File: config.mk
export PLATFORM = sky130hd
export DESIGN_NAME = rv_decoder_top
export DESIGN_NICKNAME = d
export VERILOG_FILES = /design/src/common/rv_decode_pkg.sv /design/src/decode/decode_table.sv /design/src/decode/imm_gen.sv /design/src/rtl/decode_queue.sv /design/src/rtl/rv_decoder_top.sv
export SDC_FILE = /design/constraint.sdc
export NUM_CORES = 1
export LEC_CHECK = 0
export BUFFER_PORTS_ARGS = -buffer_cell sky130_fd_sc_hd__buf_2
export CAP_MARGIN = 20
export CELL_PAD_IN_SITES_DETAIL_PLACEMENT = 2
export CELL_PAD_IN_SITES_GLOBAL_PLACEMENT = 2
export CORE_MARGIN = 10
export CORE_UTILIZATION = 36
export CTS_CLUSTER_DIAMETER = 100
export DETAILED_ROUTE_END_ITERATION = 12
export GPL_ROUTABILITY_DRIVEN = 0
export MAX_ROUTING_LAYER = met4
export PLACE_DENSITY_LB_ADDON = 0.1
export REMOVE_ABC_BUFFERS = 1
export SLEW_MARGIN = 20
export SYNTH_ARGS = -nofsm -noshare
export SYNTH_HDL_FRONTEND = slang
export SYNTH_SLANG_ARGS = --single-unit
export TNS_END_PERCENT = 100
File: constraint.sdc
create_clock -name clk -period 4.27 [get_ports clk]
set_input_delay 0.427 -clock clk [delete_from_list [all_inputs] [get_ports clk]]
set_output_delay 0.427 -clock clk [all_outputs]
set_load 0.01 [all_outputs]
File: src/common/rv_decode_pkg.sv
`default_nettype none

package rv_decode_pkg;

    localparam int unsigned XLEN      = 32;
    localparam int unsigned INSTR_W   = 32;
    localparam int unsigned REG_IDX_W = 5;

    // RV32I major opcodes
    localparam logic [6:0] OPC_LOAD   = 7'b0000011;
    localparam logic [6:0] OPC_STORE  = 7'b0100011;
    localparam logic [6:0] OPC_BRANCH = 7'b1100011;
    localparam logic [6:0] OPC_JAL    = 7'b1101111;
    localparam logic [6:0] OPC_JALR   = 7'b1100111;
    localparam logic [6:0] OPC_OP_IMM = 7'b0010011;
    localparam logic [6:0] OPC_OP     = 7'b0110011;
    localparam logic [6:0] OPC_LUI    = 7'b0110111;
    localparam logic [6:0] OPC_AUIPC  = 7'b0010111;

    typedef enum logic [1:0] {
        PC_PLUS4,
        PC_COND_BRANCH,
        PC_ALU_RES
    } pc_next_e;

    typedef enum logic [3:0] {
        ADD,
        SUB,
        AND,
        OR,
        XOR,
        SLL,
        SRL,
        SRA,
        LT,
        LTU,
        GE,
        GEU,
        EQ,
        NEQ,
        PASS_B
    } alu_op_e;

    typedef enum logic {
        PORTA_RS1,
        PORTA_PC
    } porta_e;

    typedef enum logic {
        PORTB_RS2,
        PORTB_IMM
    } portb_e;

    typedef enum logic [2:0] {
        IMM_I,
        IMM_S,
        IMM_B,
        IMM_U,
        IMM_J,
        IMM_SHAMT
    } imm_fmt_e;

    typedef enum logic [1:0] {
        SIZE_BYTE,
        SIZE_HALF,
        SIZE_WORD
    } mem_size_e;

    typedef enum logic [1:0] {
        RF_ALU,
        RF_MEM,
        RF_PC_PLUS4
    } rf_src_e;

    typedef struct packed {
        pc_next_e               pc_next;
        logic                   branch;
        alu_op_e                alu_op;
        porta_e                 porta;
        portb_e                 portb;
        logic                   mem_read;
        logic                   mem_write;
        mem_size_e              mem_size;
        logic                   mem_unsigned;
        rf_src_e                rf_src;
        logic                   rf_write;
        logic                   illegal;
        logic [XLEN-1:0]        imm;
        logic [REG_IDX_W-1:0]   rd;
        logic [REG_IDX_W-1:0]   rs1;
        logic [REG_IDX_W-1:0]   rs2;
    } decode_word_t;

endpackage

`default_nettype wire

File: src/decode/decode_table.sv
`timescale 1ns/1ps
`default_nettype none

module decode_table import rv_decode_pkg::*; (
    input  logic [INSTR_W-1:0] instr,
    output imm_fmt_e           imm_fmt,
    output decode_word_t       word
);

    logic [6:0] opcode;
    logic [2:0] funct3;
    logic [6:0] funct7;

    assign opcode = instr[6:0];
    assign funct3 = instr[14:12];
    assign funct7 = instr[31:25];

    // Shared by register and immediate ALU forms
    // The alt bit picks SUB or SRA
    function automatic alu_op_e alu_sel(input logic [2:0] f3, input logic alt);
        case (f3)
            3'b000:  alu_sel = alt ? SUB : ADD;
            3'b001:  alu_sel = SLL;
            3'b010:  alu_sel = LT;
            3'b011:  alu_sel = LTU;
            3'b100:  alu_sel = XOR;
            3'b101:  alu_sel = alt ? SRA : SRL;
            3'b110:  alu_sel = OR;
            default: alu_sel = AND;
        endcase
    endfunction

    always_comb begin
        word          = '0;
        word.pc_next  = PC_PLUS4;
        word.alu_op   = ADD;
        word.porta    = PORTA_RS1;
        word.portb    = PORTB_RS2;
        word.mem_size = SIZE_WORD;
        word.rf_src   = RF_ALU;
        imm_fmt       = IMM_I;

        case (opcode)
            OPC_OP: begin
                word.rf_write = 1'b1;
                word.alu_op   = alu_sel(funct3, funct7[5]);
                // Only ADD/SUB and SRL/SRA have an alternate funct7
                if (funct7 != 7'b0000000 &&
                    !(funct7 == 7'b0100000 && (funct3 == 3'b000 || funct3 == 3'b101)))
                    word.illegal = 1'b1;
            end
            OPC_OP_IMM: begin
                word.portb    = PORTB_IMM;
                word.rf_write = 1'b1;
                word.alu_op   = alu_sel(funct3, funct3 == 3'b101 && funct7[5]);
                if (funct3 == 3'b001 || funct3 == 3'b101) begin
                    imm_fmt = IMM_SHAMT;
                    if (funct7 != 7'b0000000 && !(funct3 == 3'b101 && funct7 == 7'b0100000))
                        word.illegal = 1'b1;
                end
            end
            OPC_LOAD: begin
                word.portb        = PORTB_IMM;
                word.mem_read     = 1'b1;
                word.mem_unsigned = funct3[2];
                word.rf_src       = RF_MEM;
                word.rf_write     = 1'b1;
                case (funct3)
                    3'b000, 3'b100: word.mem_size = SIZE_BYTE;
                    3'b001, 3'b101: word.mem_size = SIZE_HALF;
                    3'b010:         word.mem_size = SIZE_WORD;
                    default:        word.illegal  = 1'b1;
                endcase
            end
            OPC_STORE: begin
                word.portb     = PORTB_IMM;
                word.mem_write = 1'b1;
                imm_fmt        = IMM_S;
                case (funct3)
                    3'b000:  word.mem_size = SIZE_BYTE;
                    3'b001:  word.mem_size = SIZE_HALF;
                    3'b010:  word.mem_size = SIZE_WORD;
                    default: word.illegal  = 1'b1;
                endcase
            end
            OPC_BRANCH: begin
                word.pc_next = PC_COND_BRANCH;
                word.branch  = 1'b1;
                imm_fmt      = IMM_B;
                case (funct3)
                    3'b000:  word.alu_op  = EQ;
                    3'b001:  word.alu_op  = NEQ;
                    3'b100:  word.alu_op  = LT;
                    3'b101:  word.alu_op  = GE;
                    3'b110:  word.alu_op  = LTU;
                    3'b111:  word.alu_op  = GEU;
                    default: word.illegal = 1'b1;
                endcase
            end
            OPC_JAL: begin
                word.pc_next  = PC_ALU_RES;
                word.branch   = 1'b1;
                word.porta    = PORTA_PC;
                word.portb    = PORTB_IMM;
                word.rf_src   = RF_PC_PLUS4;
                word.rf_write = 1'b1;
                imm_fmt       = IMM_J;
            end
            OPC_JALR: begin
                word.pc_next  = PC_ALU_RES;
                word.portb    = PORTB_IMM;
                word.rf_src   = RF_PC_PLUS4;
                word.rf_write = 1'b1;
                word.illegal  = (funct3 != 3'b000);
            end
            OPC_LUI: begin
                word.alu_op   = PASS_B;
                word.portb    = PORTB_IMM;
                word.rf_write = 1'b1;
                imm_fmt       = IMM_U;
            end
            OPC_AUIPC: begin
                word.porta    = PORTA_PC;
                word.portb    = PORTB_IMM;
                word.rf_write = 1'b1;
                imm_fmt       = IMM_U;
            end
            // FENCE, SYSTEM and unknown opcodes
            default: word.illegal = 1'b1;
        endcase

        // Illegal words fall back to a harmless sequential no-op
        if (word.illegal) begin
            word          = '0;
            word.illegal  = 1'b1;
            word.pc_next  = PC_PLUS4;
            word.alu_op   = ADD;
            word.porta    = PORTA_RS1;
            word.portb    = PORTB_RS2;
            word.mem_size = SIZE_WORD;
            word.rf_src   = RF_ALU;
            imm_fmt       = IMM_I;
        end

        word.rd  = instr[11:7];
        word.rs1 = instr[19:15];
        word.rs2 = instr[24:20];
    end

endmodule

`default_nettype wire

File: src/decode/imm_gen.sv
`timescale 1ns/1ps
`default_nettype none

module imm_gen import rv_decode_pkg::*; (
    input  logic [INSTR_W-1:0] instr,
    input  imm_fmt_e           imm_fmt,
    output logic [XLEN-1:0]    imm
);

    logic sign;

    assign sign = instr[31];

    always_comb begin
        case (imm_fmt)
            IMM_S: begin
                imm = {{20{sign}}, instr[31:25], instr[11:7]};
            end
            IMM_B: begin
                // Bit 0 is always zero for branch offsets
                imm = {{19{sign}}, instr[31], instr[7], instr[30:25], instr[11:8], 1'b0};
            end
            IMM_U: begin
                imm = {instr[31:12], 12'b0};
            end
            IMM_J: begin
                imm = {{11{sign}}, instr[31], instr[19:12], instr[20], instr[30:21], 1'b0};
            end
            IMM_SHAMT: begin
                imm = {27'b0, instr[24:20]};
            end
            default: begin
                imm = {{20{sign}}, instr[31:20]};
            end
        endcase
    end

endmodule

`default_nettype wire

File: src/rtl/decode_queue.sv
`timescale 1ns/1ps
`default_nettype none

module decode_queue import rv_decode_pkg::*; #(
    parameter int QUEUE_DEPTH = 4,
    parameter int OUT_CREDITS = 2
) (
    input  logic         clk,
    input  logic         rst,
    input  logic         in_valid,
    input  decode_word_t in_word,
    output logic         in_credit,
    input  logic         out_credit,
    output logic         out_valid,
    output decode_word_t out_word
);

    localparam int PTR_W = (QUEUE_DEPTH > 1) ? $clog2(QUEUE_DEPTH) : 1;
    localparam int CNT_W = $clog2(QUEUE_DEPTH + 1);
    localparam int CRD_W = $clog2(OUT_CREDITS + 1);

    decode_word_t     mem [QUEUE_DEPTH];
    logic [PTR_W-1:0] wr_ptr;
    logic [PTR_W-1:0] rd_ptr;
    logic [CNT_W-1:0] count;
    logic [CRD_W-1:0] credit_cnt;
    logic             pop;

    // Depth need not be a power of two
    function automatic logic [PTR_W-1:0] ptr_inc(input logic [PTR_W-1:0] p);
        ptr_inc = (p == PTR_W'(QUEUE_DEPTH - 1)) ? '0 : p + 1'b1;
    endfunction

    // Send the head only when the consumer has room for it
    assign pop = (count != '0) && (credit_cnt != '0);

    always_ff @(posedge clk) begin
        if (in_valid)
            mem[wr_ptr] <= in_word;
        if (pop)
            out_word <= mem[rd_ptr];
    end

    always_ff @(posedge clk) begin
        if (rst) begin
            wr_ptr     <= '0;
            rd_ptr     <= '0;
            count      <= '0;
            credit_cnt <= CRD_W'(OUT_CREDITS);
            out_valid  <= 1'b0;
            in_credit  <= 1'b0;
        end else begin
            if (in_valid)
                wr_ptr <= ptr_inc(wr_ptr);
            if (pop)
                rd_ptr <= ptr_inc(rd_ptr);
            count      <= count + CNT_W'(in_valid) - CNT_W'(pop);
            credit_cnt <= credit_cnt + CRD_W'(out_credit) - CRD_W'(pop);
            out_valid  <= pop;
            // Slot freed once the word has left
            in_credit  <= out_valid;
        end
    end

endmodule

`default_nettype wire

File: src/rtl/rv_decoder_top.sv
`timescale 1ns/1ps
`default_nettype none

module rv_decoder_top import rv_decode_pkg::*; #(
    parameter int QUEUE_DEPTH = 4,
    parameter int OUT_CREDITS = 2
) (
    input  logic                 clk,
    input  logic                 rst,
    input  logic                 in_valid,
    input  logic [INSTR_W-1:0]   instr,
    output logic                 in_credit,
    input  logic                 out_credit,
    output logic                 out_valid,
    output pc_next_e             pc_next_sel,
    output logic                 branch,
    output alu_op_e              alu_op_sel,
    output porta_e               alu_porta_sel,
    output portb_e               alu_portb_sel,
    output logic                 mem_read,
    output logic                 mem_write,
    output mem_size_e            mem_size,
    output logic                 mem_unsigned,
    output rf_src_e              rf_src_sel,
    output logic                 rf_write,
    output logic                 illegal,
    output logic [XLEN-1:0]      imm,
    output logic [REG_IDX_W-1:0] rd,
    output logic [REG_IDX_W-1:0] rs1,
    output logic [REG_IDX_W-1:0] rs2
);

    imm_fmt_e        imm_fmt;
    logic [XLEN-1:0] dec_imm;
    decode_word_t    table_word;
    decode_word_t    queue_in_word;
    decode_word_t    queue_out_word;

    decode_table decode_table_i (
        .instr   (instr),
        .imm_fmt (imm_fmt),
        .word    (table_word)
    );

    imm_gen imm_gen_i (
        .instr   (instr),
        .imm_fmt (imm_fmt),
        .imm     (dec_imm)
    );

    always_comb begin
        queue_in_word     = table_word;
        queue_in_word.imm = dec_imm;
    end

    decode_queue #(
        .QUEUE_DEPTH (QUEUE_DEPTH),
        .OUT_CREDITS (OUT_CREDITS)
    ) decode_queue_i (
        .clk        (clk),
        .rst        (rst),
        .in_valid   (in_valid),
        .in_word    (queue_in_word),
        .in_credit  (in_credit),
        .out_credit (out_credit),
        .out_valid  (out_valid),
        .out_word   (queue_out_word)
    );

    assign pc_next_sel   = queue_out_word.pc_next;
    assign branch        = queue_out_word.branch;
    assign alu_op_sel    = queue_out_word.alu_op;
    assign alu_porta_sel = queue_out_word.porta;
    assign alu_portb_sel = queue_out_word.portb;
    assign mem_read      = queue_out_word.mem_read;
    assign mem_write     = queue_out_word.mem_write;
    assign mem_size      = queue_out_word.mem_size;
    assign mem_unsigned  = queue_out_word.mem_unsigned;
    assign rf_src_sel    = queue_out_word.rf_src;
    assign rf_write      = queue_out_word.rf_write;
    assign illegal       = queue_out_word.illegal;
    assign imm           = queue_out_word.imm;
    assign rd            = queue_out_word.rd;
    assign rs1           = queue_out_word.rs1;
    assign rs2           = queue_out_word.rs2;

endmodule

`default_nettype wire

After elaboration in Yosys (flattened, before gate mapping)
Memories as Yosys holds them, arrays and structs flattened. A register that Yosys moved wholly into a read port is not among the register bits.
Cells that the tools add are included.
W data, S select, Z words.

storage, ports and cells
  memories kept = 1
  register bits = 11
  bits in writable memories = 260
  output and inout bits = 67

memories
  memory              depth  bits a word  read ports  clocked after memory_dff  wr ports  RTL line            source
  decode_queue_i.mem  4      65           1           1                         1         decode_queue.sv:22  decode_word_t mem [QUEUE_DEPTH];

cells by class
  reductions and logical operators = 27
  add/subtract/negate cells = 6
  muxes and demuxes = 36
  equal/unequal tests = 24

operators by type and width
  kind                  count
  $pmux W32 S5          1
  $mux W65              1
  $pmux W4 S7           2
  $eq A7 B6 Y1 const B  4
  $pmux W4 S6           1
  $eq A7 B7 Y1 const B  3
  $pmux W2 S2           5
  $mux W1               19
  $eq A3 B3 Y1 const B  6
  $pmux W4 S4           1
  $pmux W3 S5           1
  $eq A7 B5 Y1 const B  2
  $reduce_or A7 Y1      2
  $eq A3 B2 Y1 const B  4
  $reduce_or A2 Y1      6
  $eq A7 B2 Y1 const B  1
  $pmux W1 S7           1
  $reduce_bool A7 Y1    1
  $eq A3 B1 Y1 const B  2
  $logic_and A1 B1 Y1   6
  $mux W3               2
  $reduce_bool A3 Y1    2
  $reduce_or A3 Y1      2
  $reduce_or A6 Y1      1
  other kinds (12)      17

Logic depth before layout (Yosys ltp)
  word-level depth = 10
  mapped depth = 10
  gate-level depth less buffers = 10

Hierarchy
From an unflattened synthesis, not the netlist that was laid out.

second synthesis, totals
  cells, all modules = 716
  area, all modules = 13696.9 um^2

modules (own cells, without submodules)
  module        instances  cells each  area an instance (um^2)
  decode_queue  1          464         11910.2
  decode_table  1          149         1007.2
  imm_gen       1          103         779.5

Worst setup path before layout
OpenSTA, ideal clock, no wires.

  path kind = register -> register
  from = register decode_queue_i.count[1]
  to = register decode_queue_i.count[2]
  data required time = 4.143 ns
  cell stages (with the launch flop) = 11
  library setup time = 0.127 ns
  slack = 0.935 ns
  data arrival time = 3.208 ns
  cells stage by stage = dfxtp_1 > o32ai_1 > inv_1 > ha_1 > inv_1 > ha_1 > inv_1 > fa_1 > xor2_1 > xnor2_1 > nor2_1

between the ends
  longest elaborated chain between the ends = 3
  elaborated cells between the ends (all ways) = 4
  classes of those cells = add/sub (2); reduce/logical (2)

ends and longest elaborated chain
  element                   RTL line            source
  start: declaration        decode_queue.sv:25  logic [CNT_W-1:0] count;
  start signal: assignment  decode_queue.sv:57  count <= count + CNT_W'(in_valid) - CNT_W'(pop);
  $reduce_bool A3 Y1        decode_queue.sv:35  assign pop = (count != '0) && (credit_cnt != '0);
  $logic_and A1 B1 Y1       decode_queue.sv:35
  net decode_queue_i.pop    decode_queue.sv:27  logic pop;
  $sub A3 B1 Y3             decode_queue.sv:57

The timed path passes the listed nets, and every way through them passes these cells.
A chain may end at the register's enable or synchronous reset.

==> results.rst <==
.. list-table::
   :header-rows: 1

   * - Metric
     - Value
   * - Overflow left after global routing
     - 0
   * - Setup violations, final
     - 0
   * - Most common cell after layout, fill and taps aside
     - edfxtp_1
   * - Maximum number of pins on one net before global-route repair
     - 67
   * - Met1 demand-to-capacity share in global routing
     - 18.3%
   * - Clock Latency Late Sink
     - 0.52 ns
   * - Register clock-pin slew on the reported worst setup and hold paths
     - 0.05 ns
   * - H-tree depth
     - 2
   * - Fin. max-slew vios
     - 0
   * - Buffer type at the clock tree root
     - clkbuf_16
   * - Post-DP HPWL
     - 18,100 um
   * - Part of the Yosys area used for sequential elements
     - 78.0%
   * - Share of flip-flops with an asynchronous set or reset
     - 0%
   * - Max Clock Skew
     - 0.0119 ns
   * - Data arrival time of the critical path
     - 2.85 ns
   * - Netlist area before placement
     - 12,600 um^2
   * - Filler cell count
     - 3,267
   * - Accumulated negative setup slack
     - 0 ns
   * - Core region area
     - 34,500 um^2
   * - GRT Overall Usage
     - 14.3%
   * - Setup ws final
     - 1.59 ns
   * - Drc violations
     - 0
   * - Worst Max-Slew Pin Slew
     - 1.09 ns
   * - Drt first-iter violations
     - 407
   * - Final count of hold timing violations
     - 0
   * - Flip-flop and latch area
     - 9840 um^2
   * - Number of buffers on the longest clock path
     - 3
   * - Slowest stage cell, crit path
     - o21ai_2
   * - Most frequently used flop master after synthesis
     - edfxtp_1
   * - Max IR drop VDD
     - 0.398 mV
   * - Crit path largest cell delay
     - 0.85 ns
   * - Detailed-route wire length
     - 30,200 um
   * - Number of antenna violations at the first check in global routing
     - 1
   * - Met3 Usage GRT
     - 2.51%
   * - DRT Pass-1 Iters
     - 4
   * - # clock sinks
     - 331
   * - Chip height
     - 207 um
   * - Status
     - completed
   * - CP required
     - 4.44 ns
   * - Buffers inserted by post-CTS timing repair
     - 0
   * - Cell variety after synth
     - 55
   * - Post-detailed-route wirelength per cell
     - 25.0 um
   * - Growth of design area from synthesis to finish
     - 18.1%
   * - Die area
     - 42,900 um^2
   * - Relative slew slack
     - 27.4%
   * - Setup Slack @ Placement
     - 1.10 ns
   * - Count of input and output buffers
     - 102
   * - Final layout net count
     - 772
   * - Cells after Synth
     - 606
   * - Multi-input logic area
     - 2580 um^2
   * - Worst Setup End Kind
     - register
   * - Routing layer with the top usage in global route
     - met2
   * - Leak
     - 5.00 nW
   * - Vias in the first global route
     - 7,051
   * - Number of enable flip-flop cells after synthesis
     - 320
   * - Setup repair after global routing missed its margin
     - no
   * - Critical Path Source Type
     - input pin
   * - Achievable Freq
     - 374 MHz
   * - Total of cells resized after clock tree synthesis
     - 0
   * - Flip-flop and latch count after synthesis
     - 331
   * - Global-route track usage on met2
     - 23.3%
   * - Fraction of layout cells with a size suffix above 1
     - 31.9%
   * - First-pass GRT wire length
     - 46,100 um
   * - Minimum clock period after layout
     - 2.68 ns
   * - CTS tree
     - yes
   * - Peak fanout along the critical path
     - 19
   * - Row cnt
     - 68
   * - Post-detailed-route via-to-cell ratio
     - 5.04
   * - Starting Density
     - 36.5%
   * - Clock buffers created by TritonCTS
     - 38
   * - # Max-Cap Violations
     - 0
   * - Fin crit share
     - 62.7%
   * - I/O Pins
     - 103
   * - Worst setup path class
     - input pin to register
   * - Crit path cell chain
     - buf_2, nand4bb_1, nor2_1, o21ai_0, o21ai_2, a21oi_1
   * - Residual antenna-violating net count after detailed routing
     - 0
   * - Number of buffers added to fix hold violations after cts
     - 0
   * - Vias post-DR
     - 6,092
   * - Type of the tightest min-delay check
     - input pin to register
   * - Most frequent cells in the layout
     - edfxtp_1, buf_2, mux4_2, clkbuf_16, nand2_1
   * - Mean Syn Cell Area
     - 20.8 um^2
   * - Width of the chip
     - 207 um
   * - Count of warnings emitted by yosys
     - 0
   * - Power density over the cells
     - 632 nW/um^2
worst paths after layout:
kind | from | to | slack [ns] | depth (start not counted)
worst max-delay path | instr[2] | decode_queue_i.mem[1][60]$_DFFE_PP_ | 1.59 | 6
worst min-delay path | instr[17] | decode_queue_i.mem[1][7]$_DFFE_PP_ | 0.16 | 1
worst max register to register | decode_queue_i.count[1]$_SDFF_PP0_ | decode_queue_i.credit_cnt[1]$_SDFF_PP1_ | 1.60 | 9
worst min register to register | decode_queue_i.out_valid$_SDFF_PP0_ | decode_queue_i.in_credit$_SDFF_PP0_ | 0.47 | 1
critical path, delay by kind of cell:
| kind | cells | cell delay (ns) |
|---|---|---|
| buffers and inverters | 1 | 0.15 |
| AO/OA/AOI/OAI | 3 | 1.32 |
| AND/OR/NAND/NOR | 2 | 0.95 |
layout make-up:
class                      instances  area share, %
sequential                       331           66.1
antenna                            1         0.0168
multi-input combinational        232           17.4
clock buffer                      48           7.07
clock inverter                    18          0.900
inverter                          13          0.337
timing repair buffer             110           4.35
tap                              455           3.83
registers in the layout, indices dropped and copies added (netlist names):
name                       count
decode_queue_i.mem           256
decode_queue_i.out_word       64
decode_queue_i.count           3
decode_queue_i.credit_cnt      2
decode_queue_i.rd_ptr          2
decode_queue_i.wr_ptr          2
decode_queue_i.in_credit       1
decode_queue_i.out_valid       1
metal layers:
metal,vias up,part of all wire [%]
li1,2697,-
met1,3231,46
met5,-,0
met3,36,3.1
met4,0,1.5
met2,128,49
stage by stage:
stage	area, um^2	hold slack (ns)	power (W)	util, %	cells
2_1_floorplan	12400	0.469	0.00560	-	576
3_3_place_gp	13600	0.460	0.00639	39.3	1137
3_5_place_dp	13600	0.464	0.00646	39.5	1139
4_1_cts	14800	0.140	0.00960	42.9	1205
5_1_grt	14900	0.143	0.00987	43.1	1208
6_report	14900	0.156	0.00939	43.1	1208
power by group:
| group | internal (W) | total, W | switching, W |
|---|---|---|---|
| combinational | 0.000776 | 0.00171 | 0.000932 |
| sequential | 0.00422 | 0.00459 | 0.000367 |
| clock | 0.00186 | 0.00310 | 0.00124 |
kinds of logic after synthesis:
| kind of cell | synth area share (%) |
|---|---|
| AOI/OAI and AO/OA | 3.13 |
| xor gates and xnor gates | 0.278 |
| adders and majority gates | 1.05 |
| buffers and inverters | 1.59 |
| DFF | 78.0 |
| muxes | 11.5 |
| and+or+nand+nor | 4.39 |
synthesized netlist by cell type, types with 2 or more instances:
| library cell | n | share of area (%) |
|---|---|---|
| a2111oi_4 | 2 | 0.44 |
| a211o_1 | 2 | 0.14 |
| a211oi_1 | 2 | 0.12 |
| a21o_1 | 8 | 0.48 |
| a21oi_1 | 10 | 0.40 |
| a22o_1 | 5 | 0.35 |
| a31oi_1 | 2 | 0.099 |
| and2_1 | 11 | 0.55 |
| and3_1 | 3 | 0.15 |
| and3b_1 | 2 | 0.14 |
| buf_1 | 3 | 0.089 |
| buf_2 | 13 | 0.52 |
| buf_4 | 4 | 0.24 |
| clkbuf_1 | 9 | 0.27 |
| dfxtp_1 | 11 | 1.7 |
| edfxtp_1 | 320 | 76 |
| ha_1 | 9 | 0.89 |
| inv_1 | 13 | 0.39 |
| mux4_2 | 64 | 11 |
| nand2_1 | 34 | 1.0 |
| nand2b_1 | 9 | 0.45 |
| nand3_1 | 2 | 0.079 |
| nand4_1 | 2 | 0.099 |
| nor2_1 | 16 | 0.48 |
| nor2b_1 | 6 | 0.30 |
| nor3_1 | 6 | 0.24 |
| o21ai_0 | 5 | 0.20 |
| o21ai_1 | 2 | 0.079 |
| or3_1 | 3 | 0.15 |
| xnor2_1 | 2 | 0.14 |
| xor2_1 | 2 | 0.14 |
(Power assumes the default switching activity.)
